File: src/logic/mldsa_params_pkg.sv
/*
 * ML-DSA arithmetic constants for the z signature encoder:
 * ring size, modulus, coefficient width, GAMMA1 and encoded width.
 */

package mldsa_params_pkg;

    // ========================================
    // Ring and modulus
    // ========================================

    // Coefficients in one polynomial
    localparam int unsigned MLDSA_N = 256;

    // Prime modulus q = 2^23 - 2^13 + 1
    localparam int unsigned MLDSA_Q = 8380417;

    // Stored coefficient width in the source memory
    localparam int unsigned COEFF_W = 24;

    // ========================================
    // z encoding
    // ========================================

    // GAMMA1 = 2^19, the only parameter set handled here
    localparam int unsigned GAMMA1_VAL = 1 << 19;

    // Each encoded z coefficient packs into 20 bits
    localparam int unsigned ENC_W = 20;

endpackage

File: src/logic/sigenc_z_defs_pkg.sv
/*
 * Structure constants of the z encoder: address and word widths,
 * read and pair counts, credit sizing and the controller state codes.
 */

package sigenc_z_defs_pkg;

    // ========================================
    // Datapath sizing
    // ========================================

    localparam int unsigned MEM_ADDR_W      = 14;
    localparam int unsigned COEFFS_PER_READ = 4;

    // Each pair of reads covers eight coefficients
    localparam int unsigned NUM_READ_PAIRS = mldsa_params_pkg::MLDSA_N / 8;

    localparam int unsigned LANE_W     = COEFFS_PER_READ * mldsa_params_pkg::ENC_W;
    localparam int unsigned SIG_WORD_W = 2 * LANE_W;

    // ========================================
    // Flow control and counters
    // ========================================

    localparam int unsigned CREDIT_W   = 3;
    localparam int unsigned PAIR_CNT_W = 6;

    // Words the sink can hold before it must return a credit
    localparam logic [CREDIT_W-1:0] SIG_CREDITS = 3'd4;

    // Controller states
    localparam int unsigned STATE_W = 2;
    localparam logic [STATE_W-1:0] ST_IDLE  = 2'd0;
    localparam logic [STATE_W-1:0] ST_RUN   = 2'd1;
    localparam logic [STATE_W-1:0] ST_DRAIN = 2'd2;
    localparam logic [STATE_W-1:0] ST_DONE  = 2'd3;

endpackage

File: src/logic/z_encode_lane.sv
/*
 * One encode lane: four z coefficients mapped to GAMMA1 - z (mod q)
 * in parallel, registered once together with their valid bit.
 */

`timescale 1ns/1ps

module z_encode_lane (
    input  logic clk,
    input  logic reset_n,
    input  logic zeroize,
    input  logic in_valid,
    input  logic [sigenc_z_defs_pkg::COEFFS_PER_READ-1:0][mldsa_params_pkg::COEFF_W-1:0] coeffs,
    output logic out_valid,
    output logic [sigenc_z_defs_pkg::LANE_W-1:0] enc
);

    localparam int unsigned CW    = mldsa_params_pkg::COEFF_W;
    localparam int unsigned ENC_W = mldsa_params_pkg::ENC_W;

    // One spare bit keeps GAMMA1 + q - z from overflowing
    localparam logic [CW:0] GAMMA1_X = (CW+1)'(mldsa_params_pkg::GAMMA1_VAL);
    localparam logic [CW:0] Q_X      = (CW+1)'(mldsa_params_pkg::MLDSA_Q);

    logic [sigenc_z_defs_pkg::LANE_W-1:0] enc_next;

    for (genvar i = 0; i < sigenc_z_defs_pkg::COEFFS_PER_READ; i++) begin : g_coeff
        logic [CW:0] z_ext;
        logic [CW:0] z_diff;

        assign z_ext = {1'b0, coeffs[i]};

        // Small z maps directly, larger z is treated as the negative value z - q
        always_comb begin
            if (z_ext <= GAMMA1_X) begin
                z_diff = GAMMA1_X - z_ext;
            end else begin
                z_diff = GAMMA1_X + Q_X - z_ext;
            end
        end

        // Coefficient i lands in bits [20i +: 20], coefficient 0 lowest
        assign enc_next[i*ENC_W +: ENC_W] = z_diff[ENC_W-1:0];
    end

    always_ff @(posedge clk or negedge reset_n) begin
        if (!reset_n) begin
            out_valid <= 1'b0;
        end else if (zeroize) begin
            out_valid <= 1'b0;
        end else begin
            out_valid <= in_valid;
        end
    end

    always_ff @(posedge clk) begin
        if (in_valid) begin
            enc <= enc_next;
        end
    end

endmodule

File: src/logic/sig_word_packer.sv
/*
 * Signature word packer: joins the two encode lanes into one 160-bit
 * word and writes it to dest_base + k, one word per lane pair.
 */

`timescale 1ns/1ps

module sig_word_packer (
    input  logic clk,
    input  logic reset_n,
    input  logic zeroize,
    input  logic start,
    input  logic [sigenc_z_defs_pkg::MEM_ADDR_W-1:0] dest_base_addr,
    input  logic a_valid,
    input  logic [sigenc_z_defs_pkg::LANE_W-1:0] a_enc,
    input  logic b_valid,
    input  logic [sigenc_z_defs_pkg::LANE_W-1:0] b_enc,
    output logic sig_wr_valid,
    output logic [sigenc_z_defs_pkg::MEM_ADDR_W-1:0] sig_wr_addr,
    output logic [sigenc_z_defs_pkg::SIG_WORD_W-1:0] sig_wr_data
);

    localparam int unsigned ADDR_W = sigenc_z_defs_pkg::MEM_ADDR_W;

    logic [ADDR_W-1:0] dest_base;
    logic [sigenc_z_defs_pkg::PAIR_CNT_W-1:0] word_idx;
    logic both_valid;

    // Both lanes come from the same read cycle, so they always line up
    assign both_valid = a_valid && b_valid;

    // ========================================
    // Word counter and write strobe
    // ========================================

    always_ff @(posedge clk or negedge reset_n) begin
        if (!reset_n) begin
            word_idx     <= '0;
            sig_wr_valid <= 1'b0;
        end else if (zeroize) begin
            word_idx     <= '0;
            sig_wr_valid <= 1'b0;
        end else begin
            sig_wr_valid <= both_valid;
            if (start) begin
                word_idx <= '0;
            end else if (both_valid) begin
                word_idx <= word_idx + 1'b1;
            end
        end
    end

    // ========================================
    // Destination base, address and data
    // ========================================

    always_ff @(posedge clk) begin
        if (start) begin
            dest_base <= dest_base_addr;
        end
    end

    // Lane a fills the low half of the word, lane b the high half
    always_ff @(posedge clk) begin
        if (both_valid) begin
            sig_wr_addr <= dest_base + ADDR_W'(word_idx);
            sig_wr_data <= {b_enc, a_enc};
        end
    end

endmodule

File: src/logic/sigenc_z_ctrl.sv
/*
 * Run controller of the z encoder: idle/run/drain/done FSM, paired
 * source address generation, sink credit counter, word counting and
 * the done pulse.
 */

`timescale 1ns/1ps

module sigenc_z_ctrl (
    input  logic clk,
    input  logic reset_n,
    input  logic zeroize,
    input  logic enable,
    input  logic [sigenc_z_defs_pkg::MEM_ADDR_W-1:0] src_base_addr,
    input  logic sig_credit_return,
    input  logic sig_wr_valid,
    output logic start,
    output logic mem_rd_en,
    output logic [sigenc_z_defs_pkg::MEM_ADDR_W-1:0] mem_a_addr,
    output logic [sigenc_z_defs_pkg::MEM_ADDR_W-1:0] mem_b_addr,
    output logic lane_in_valid,
    output logic done
);

    localparam int unsigned ADDR_W = sigenc_z_defs_pkg::MEM_ADDR_W;
    localparam int unsigned CNT_W  = sigenc_z_defs_pkg::PAIR_CNT_W;
    localparam logic [CNT_W-1:0] LAST_IDX = CNT_W'(sigenc_z_defs_pkg::NUM_READ_PAIRS - 1);

    logic [sigenc_z_defs_pkg::STATE_W-1:0] state;
    logic [sigenc_z_defs_pkg::STATE_W-1:0] next_state;
    logic [ADDR_W-1:0] src_base;
    logic [CNT_W-1:0] pair_cnt;
    logic [CNT_W-1:0] word_cnt;
    logic [sigenc_z_defs_pkg::CREDIT_W-1:0] credit_cnt;
    logic issue;
    logic last_pair;
    logic last_word;

    assign start = (state == sigenc_z_defs_pkg::ST_IDLE) && enable && !zeroize;

    // A pair read needs one credit in hand
    assign issue = (state == sigenc_z_defs_pkg::ST_RUN) && (credit_cnt != '0) && !zeroize;

    assign last_pair = (pair_cnt == LAST_IDX);
    assign last_word = sig_wr_valid && (word_cnt == LAST_IDX);

    // ========================================
    // State machine
    // ========================================

    always_comb begin
        next_state = state;
        case (state)
            sigenc_z_defs_pkg::ST_IDLE: begin
                if (start) begin
                    next_state = sigenc_z_defs_pkg::ST_RUN;
                end
            end
            sigenc_z_defs_pkg::ST_RUN: begin
                if (issue && last_pair) begin
                    next_state = sigenc_z_defs_pkg::ST_DRAIN;
                end
            end
            sigenc_z_defs_pkg::ST_DRAIN: begin
                // Words still in flight were already paid for, so this always ends
                if (last_word) begin
                    next_state = sigenc_z_defs_pkg::ST_DONE;
                end
            end
            default: begin
                next_state = sigenc_z_defs_pkg::ST_IDLE;
            end
        endcase
    end

    always_ff @(posedge clk or negedge reset_n) begin
        if (!reset_n) begin
            state <= sigenc_z_defs_pkg::ST_IDLE;
        end else if (zeroize) begin
            state <= sigenc_z_defs_pkg::ST_IDLE;
        end else begin
            state <= next_state;
        end
    end

    assign done = (state == sigenc_z_defs_pkg::ST_DONE);

    // ========================================
    // Counters and credit tracking
    // ========================================

    always_ff @(posedge clk or negedge reset_n) begin
        if (!reset_n) begin
            pair_cnt      <= '0;
            word_cnt      <= '0;
            credit_cnt    <= sigenc_z_defs_pkg::SIG_CREDITS;
            lane_in_valid <= 1'b0;
        end else if (zeroize) begin
            pair_cnt      <= '0;
            word_cnt      <= '0;
            credit_cnt    <= sigenc_z_defs_pkg::SIG_CREDITS;
            lane_in_valid <= 1'b0;
        end else begin
            // Read data comes back one cycle after the request
            lane_in_valid <= issue;

            if (start) begin
                pair_cnt <= '0;
            end else if (issue) begin
                pair_cnt <= pair_cnt + 1'b1;
            end

            if (start) begin
                word_cnt <= '0;
            end else if (sig_wr_valid) begin
                word_cnt <= word_cnt + 1'b1;
            end

            // Late returns after a zeroize never push the count past its limit
            if (issue && !sig_credit_return) begin
                credit_cnt <= credit_cnt - 1'b1;
            end else if (!issue && sig_credit_return &&
                         credit_cnt != sigenc_z_defs_pkg::SIG_CREDITS) begin
                credit_cnt <= credit_cnt + 1'b1;
            end
        end
    end

    always_ff @(posedge clk) begin
        if (start) begin
            src_base <= src_base_addr;
        end
    end

    // Port a reads base + 2k, port b the next address
    assign mem_rd_en  = issue;
    assign mem_a_addr = src_base + ADDR_W'({pair_cnt, 1'b0});
    assign mem_b_addr = mem_a_addr + 1'b1;

endmodule

File: src/logic/sigenc_z_top.sv
/*
 * Top level of the z signature encoder: controller, the two encode
 * lanes on memory ports a and b, and the signature word packer.
 */

`timescale 1ns/1ps

module sigenc_z_top (
    input  logic clk,
    input  logic reset_n,
    input  logic zeroize,
    input  logic enable,
    output logic done,
    input  logic [sigenc_z_defs_pkg::MEM_ADDR_W-1:0] src_base_addr,
    input  logic [sigenc_z_defs_pkg::MEM_ADDR_W-1:0] dest_base_addr,
    output logic mem_rd_en,
    output logic [sigenc_z_defs_pkg::MEM_ADDR_W-1:0] mem_a_addr,
    output logic [sigenc_z_defs_pkg::MEM_ADDR_W-1:0] mem_b_addr,
    input  logic [sigenc_z_defs_pkg::COEFFS_PER_READ-1:0][mldsa_params_pkg::COEFF_W-1:0] mem_a_data,
    input  logic [sigenc_z_defs_pkg::COEFFS_PER_READ-1:0][mldsa_params_pkg::COEFF_W-1:0] mem_b_data,
    output logic sig_wr_valid,
    output logic [sigenc_z_defs_pkg::MEM_ADDR_W-1:0] sig_wr_addr,
    output logic [sigenc_z_defs_pkg::SIG_WORD_W-1:0] sig_wr_data,
    input  logic sig_credit_return
);

    logic start;
    logic lane_in_valid;
    logic a_valid;
    logic b_valid;
    logic [sigenc_z_defs_pkg::LANE_W-1:0] a_enc;
    logic [sigenc_z_defs_pkg::LANE_W-1:0] b_enc;

    sigenc_z_ctrl ctrl_i (
        .clk               (clk),
        .reset_n           (reset_n),
        .zeroize           (zeroize),
        .enable            (enable),
        .src_base_addr     (src_base_addr),
        .sig_credit_return (sig_credit_return),
        .sig_wr_valid      (sig_wr_valid),
        .start             (start),
        .mem_rd_en         (mem_rd_en),
        .mem_a_addr        (mem_a_addr),
        .mem_b_addr        (mem_b_addr),
        .lane_in_valid     (lane_in_valid),
        .done              (done)
    );

    // Both lanes see the same valid, one per memory read port
    z_encode_lane lane_a (
        .clk       (clk),
        .reset_n   (reset_n),
        .zeroize   (zeroize),
        .in_valid  (lane_in_valid),
        .coeffs    (mem_a_data),
        .out_valid (a_valid),
        .enc       (a_enc)
    );

    z_encode_lane lane_b (
        .clk       (clk),
        .reset_n   (reset_n),
        .zeroize   (zeroize),
        .in_valid  (lane_in_valid),
        .coeffs    (mem_b_data),
        .out_valid (b_valid),
        .enc       (b_enc)
    );

    sig_word_packer packer_i (
        .clk            (clk),
        .reset_n        (reset_n),
        .zeroize        (zeroize),
        .start          (start),
        .dest_base_addr (dest_base_addr),
        .a_valid        (a_valid),
        .a_enc          (a_enc),
        .b_valid        (b_valid),
        .b_enc          (b_enc),
        .sig_wr_valid   (sig_wr_valid),
        .sig_wr_addr    (sig_wr_addr),
        .sig_wr_data    (sig_wr_data)
    );

endmodule

File: config.mk
export PLATFORM = sky130hd
export DESIGN_NAME = sigenc_z_top
export DESIGN_NICKNAME = d
export VERILOG_FILES = /design/src/logic/mldsa_params_pkg.sv /design/src/logic/sigenc_z_defs_pkg.sv /design/src/logic/z_encode_lane.sv /design/src/logic/sig_word_packer.sv /design/src/logic/sigenc_z_ctrl.sv /design/src/logic/sigenc_z_top.sv
export SDC_FILE = /design/constraint.sdc
export NUM_CORES = 1
export LEC_CHECK = 0
export ABC_AREA = 1
export BUFFER_PORTS_ARGS = -buffer_cell sky130_fd_sc_hd__buf_2
export CAP_MARGIN = 20
export CORE_ASPECT_RATIO = 0.5
export CORE_MARGIN = 2
export CORE_UTILIZATION = 61
export CTS_CLUSTER_SIZE = 14
export DETAILED_ROUTE_END_ITERATION = 8
export GPL_ROUTABILITY_DRIVEN = 0
export PLACE_DENSITY_LB_ADDON = 0.3
export SETUP_SLACK_MARGIN = 0.2
export SYNTH_ARGS = -nofsm -noshare
export SYNTH_HDL_FRONTEND = slang
export SYNTH_HIERARCHICAL = 1
export SYNTH_SLANG_ARGS = --single-unit
File: constraint.sdc
create_clock -name clk -period 9.7 [get_ports clk]
set_input_delay 1.94 -clock clk [delete_from_list [all_inputs] [get_ports clk]]
set_output_delay 1.94 -clock clk [all_outputs]
set_load 0.03 [all_outputs]
# Yosys cells after proc, flatten, opt, wreduce, memory -nomap -nowiden
# Index checks and enable logic that the tools add are counted.
dict set report word_totals {
  register_bits 388
  elab_cells 102
  out_inout_bits 205
}
dict set report classes {
  reduce_logical 19
  mux 28
  magnitude_cmp 8
  n_eq_ne 9
  n_addsub 24
}
# op n
set ops {}
lappend ops {{$le A24 B20 Y1 const B} 8}
lappend ops {{$mux W20} 8}
lappend ops {{$sub A19 B20 Y20 const A} 8}
lappend ops {{$sub A20 B20 Y20 const A} 8}
lappend ops {{$mux W6} 9}
lappend ops {{$add A6 B1 Y6 const B} 3}
lappend ops {{$reduce_bool A3 Y1} 5}
lappend ops {{$add A14 B1 Y14 const B} 1}
lappend ops {{$add A14 B6 Y14} 1}
lappend ops {{$add A14 B7 Y14} 1}
lappend ops {{$eq A6 B5 Y1 const B} 2}
lappend ops {{$logic_and A1 B1 Y1} 9}
lappend ops {{$mux W3} 3}
lappend ops {{$mux W2} 4}
lappend ops {{$ne A3 B2 Y1 const B} 2}
lappend ops {{$ne A3 B3 Y1 const B} 2}
lappend ops {{$pmux W2 S3} 1}
lappend ops {{$eq A2 B2 Y1 const B} 2}
lappend ops {{$add A3 B1 Y3 const B} 1}
lappend ops {{$logic_not A1 Y1} 3}
lappend ops {{$mux W1} 3}
lappend ops {{$reduce_and A3 Y1} 1}
lappend ops {{$sub A3 B1 Y3 const B} 1}
lappend ops {{$eq A2 B1 Y1 const B} 1}
lappend ops {{$logic_not A2 Y1} 1}

# Longest topological paths before layout
dict set report logic_depth {
  ltp_word 9
  mapped_depth 15
}

# By module
# The synthesis kept the hierarchy.
# mod area_each_um2 cells_per_inst n_inst
set by_module_without_submodules {}
lappend by_module_without_submodules {{z_encode_lane at lane_a} 6810.3 993 1}
lappend by_module_without_submodules {{z_encode_lane at lane_b} 6767.7 994 1}
lappend by_module_without_submodules {sig_word_packer 6485.0 328 1}
lappend by_module_without_submodules {sigenc_z_ctrl 2431.1 321 1}

# Least setup slack after synthesis
# OpenSTA, ideal clock, no wires.
dict set report synth_path {
  path_kind {register to output}
  startpoint {register ctrl_i.pair_cnt[0]}
  endpoint {output mem_b_addr[9] (netlist bit)}
  required_time_ns 7.760
  path_stages_with_launch 12
  path_slack_ns 5.119
  arrival_time_ns 2.641
  n_path_buf 0
  cell_sequence {dfrtp_1 > ha_1 > inv_1 > fa_1 > inv_1 > nand3_1 > nor2_1 > nand3_1 > inv_1 > nand3_4 > nor3_4 > xor2_1}
}
dict set report synth_via {
  elab_chain_len 2
}
# item line
set synth_lines {}
lappend synth_lines {{start: declaration} sigenc_z_ctrl.sv:32} ;# logic [CNT_W-1:0] pair_cnt;
lappend synth_lines {{start signal: assignment} sigenc_z_ctrl.sv:110} ;# pair_cnt <= pair_cnt + 1'b1;
lappend synth_lines {{$add A14 B7 Y14} sigenc_z_ctrl.sv:137} ;# assign mem_a_addr = src_base + ADDR_W'({pair_cnt, 1'b0});
lappend synth_lines {{named net mem_a_addr, one bit} sigenc_z_top.sv:17} ;# output logic [sigenc_z_defs_pkg::MEM_ADDR_W-1:0] mem_a_addr,
lappend synth_lines {{$add A14 B1 Y14} sigenc_z_ctrl.sv:138} ;# assign mem_b_addr = mem_a_addr + 1'b1;
lappend synth_lines {{end: declaration} sigenc_z_top.sv:18} ;# output logic [sigenc_z_defs_pkg::MEM_ADDR_W-1:0] mem_b_addr,
# The timed path passes the listed nets, and every way through them passes these cells.

# Worst setup path in the final report
dict set report layout_path {
  startpoint {register ctrl_i.pair_cnt[0]}
  endpoint {output mem_b_addr[13] (netlist bit)}
}
dict set report layout_via {
  elab_chain_len 2
}
# item line
set layout_lines {}
lappend layout_lines {{$add A14 B7 Y14} sigenc_z_ctrl.sv:137}
lappend layout_lines {{$add A14 B1 Y14} sigenc_z_ctrl.sv:138}
# No other way between the ends.

==> metrics.md <==
| Metric | Value |
|---|---|
| Endpoints failing setup | 0 |
| CP max-delay cell | fa_1 |
| Yosys cell types | 40 |
| Root Buffer | clkbuf_16 |
| Crit-path max FO | 4 |
| Starting DRT DRC Count | 1,437 |
| Post-route ant nets | 0 |
| Final core utilization | 0.724 |
| Total power | a little over 4 mW |
| Layout cells sized above 1 | 0.192 |
| Leak Pwr | 11.5 nW |
| PostCTS Resize Cnt | 0 |
| Worst-Margin Slew | about 1.1 ns |
| Core area | roughly 0.036 sq mm |
| Synth Flop Type | edfxtp_1 |
| CTS sink count | slightly below 400 |
| YS warnings | 6 |
| Synthesis-stage register bit count | roughly 390 |
| Row count | 49 |
| Synth-to-layout area growth | 16.2% |
| Crit path required time | approximately 7.8 ns |
| NumNets Final | 3,338 |
| Longest Clk Path Bufs | 3 |
| Worst EP arrival | approximately 3.1 ns |
| Die W | between 200 and 300 um |
| Port bufs | around 430 |
| Via count | 18,800 |
| CTS tree | built |
| Fin. max-slew vios | 0 |
| Critical Path End Type | output pin |
| Status | finished clean |
| Clock buffer count from CTS | 36 |
| Synth Instances | 2,636 |
| Buf+Inv Stages, Crit Path | 3 |
| Clock skew | 0.0172 ns |
| Post-synthesis sequential area ratio | 0.513 |
| Post-synth EDFFs | about 360 |
| Crit path time final | about 5.0 ns |
| Crit path largest cell delay | ~0.39 ns |
| First-pass GRT wire length | roughly 84,000 um |
| Syn Area/Cell | between 8 and 9 sq um |
| Most used cell, CP | nand2_1 |
| Final worst-path cycle share | 0.516 |
| Die height | 140 um |
| Setup TNS | 0 ns |
| RSZ-0062 raised after global routing | no |
| Die Footprint | between 0.03 and 0.04 sq mm |
| Setup repair bufs after CTS | 0 |
| # Max-Cap Violations | 0 |
| Hold-fix buffers at CTS | 0 |
| Max Fclk | 200 MHz |
| Vias per std cell | ~5.2 |
| Asr flop ratio synth | 0.0694 |
| Drt wl/cell | between 10 and 15 um |
| Hold Violations, Final | 0 |
| Initial antenna violation count | 17 |
| Vias in the first global route | about 17,000 |
| Critical path class | register to output pin |
| Total Wirelength | 53,900 um |
| Pwr Density | between 150 and 200 mW/mm^2 |
| Syn Std Cell Area | ~0.022 sq mm |
| Peak supply drop | ~0.15 mV |
| DRC Markers | 0 |
| Total grt overflow | 0 |
| Worst hold path type | register to register |
| Net Count, Synth | roughly 2,900 |
| Reg clk slew, reported paths | around 0.060 ns |
| DRT Pass-1 Iters | 6 |
| Crit path cell chain | ha_1, inv_1, fa_1, inv_1, nand3_1, nand2_4, nand2_1, nand2_1, nand2_1, nand2_2, nand3_1, nor2_2, nand4_1, nand2_1, buf_2 |
| Max_slew headroom | 0.284 |
| Delay-heaviest family, CP | simple AND/OR/NAND/NOR gates |
| H-tree levels | 2 |
| Worst-Skew Late Latency | around 0.53 ns |
| Dpl hpwl | 40,300 um |
| Largest net degree at the start of global routing | 97 |
| Hold WS | 0.410 ns |
| Type of origin of the critical path | register |
| Global Route Usage Sum | 0.272 |
| Top-Level Pins | between 400 and 500 |
| Initial Utilization | 0.623 |
[flip-flops by register name, indices dropped and copies added, names as in the netlist, 2 cells and up]
register,flops
lane_b/enc,80
ctrl_i/pair_cnt,6
lane_a/enc,80
ctrl_i/src_base,14
packer_i/dest_base,14
packer_i/sig_wr_data,160
ctrl_i/credit_cnt,3
packer_i/word_idx,6
packer_i/sig_wr_addr,14
ctrl_i/word_cnt,6
ctrl_i/state,2
[worst paths after layout]
check / endpoint / depth (start not counted) / startpoint / slack, ns
max: mem_b_addr[13] / 15 / ctrl_i/pair_cnt[0]$_DFFE_PN0P_ / 4.69
min: packer_i/sig_wr_data[6]$_DFFE_PP_ / 0 / lane_a/enc[6]$_DFFE_PP_ / 0.41
max reg2reg: lane_a/enc[18]$_DFFE_PP_ / 2 / ctrl_i/lane_in_valid$_DFF_PN0_ / 6.91
min reg2reg: packer_i/sig_wr_data[6]$_DFFE_PP_ / 0 / lane_a/enc[6]$_DFFE_PP_ / 0.41
max in group asynchronous: ctrl_i/lane_in_valid$_DFF_PN0_ / 1 / reset_n / 7.78
min in group asynchronous: packer_i/word_idx[2]$_DFFE_PN0P_ / 1 / reset_n / 1.45
[kinds of logic (layout without fill, tap and decap cells)]
group           Yosys count  count (layout)  share of synthesized area
simple gates           1615            1615                      0.305
flops                   389             389                      0.513
buf+inv                 293             755                     0.0570
xor+xnor                200             200                     0.0787
compound gates          100             100                     0.0228
fa+ha+maj                39              39                     0.0227
other cells               0              18                          0
[routing by layer]
layer	vias to the layer above	track usage	share of wire
li1	9419	-	-
met4	0	0.139	0.050
met3	152	0.0437	0.061
met5	-	0	0
met2	654	0.478	0.50
met1	8602	0.324	0.39
[Yosys cell counts (all sizes together) (2+ instances only)]
library cell,count,area (sq um)
buf,32,292
fa,3,60.1
nand4,43,269
a21oi,25,133
and2,5,31.3
nor2,380,1600
ha,36,450
nor3,14,86.3
xor2,155,1380
nand2,973,3790
dfrtp,26,651
nand3b,10,75.1
nor4,7,43.8
o21ai,73,365
nand3,179,951
xnor2,45,394
edfxtp,362,10900
and3,2,12.5
inv,260,986
[final cells by class]
class,instances,area (sq um)
Tap cell,484,606
Antenna cell,18,45.0
Inverter,260,991
Multi-Input combinational cell,1954,9670
Sequential cell,389,11600
Timing Repair Buffer,433,2180
Fill cell,2659,9980
Clock buffer,51,1020
Clock inverter,11,73.8
[metrics by stage]
step | instances | setup slack, ns | instance area, sq um
global placement | 3520 | 5.25 | 25000
finish | 3600 | 4.69 | 26100
CTS | 3582 | 4.68 | 26100
detailed placement | 3520 | 5.23 | 25000
global route | 3598 | 4.46 | 26100
floorplan | 2636 | 5.12 | 22500
[where the power goes]
part / internal, mW / total [mW] / switching (mW)
Combinational: 0.188 / 0.620 / 0.432
Clock: 0.758 / 1.35 / 0.590
Sequential: 2.04 / 2.10 / 0.0604
Total: 2.99 / 4.07 / 1.08
[cells in the final DEF, fill, tap and decap left out, types with 10 or more instances in the layout]
master	instances
buf_2	429
clkbuf_16	38
nand2_2	27
ha_1	36
dfrtp_1	25
o21ai_0	71
clkbuf_1	11
inv_1	248
xnor2_1	45
diode_2	18
nor2_1	327
nand3b_1	10
nand2_1	937
nor2_2	44
nand3_1	171
nor3_1	12
nand4_1	43
xor2_1	154
edfxtp_1	362
a21oi_1	23
Power figures use the tool's default switching activity.
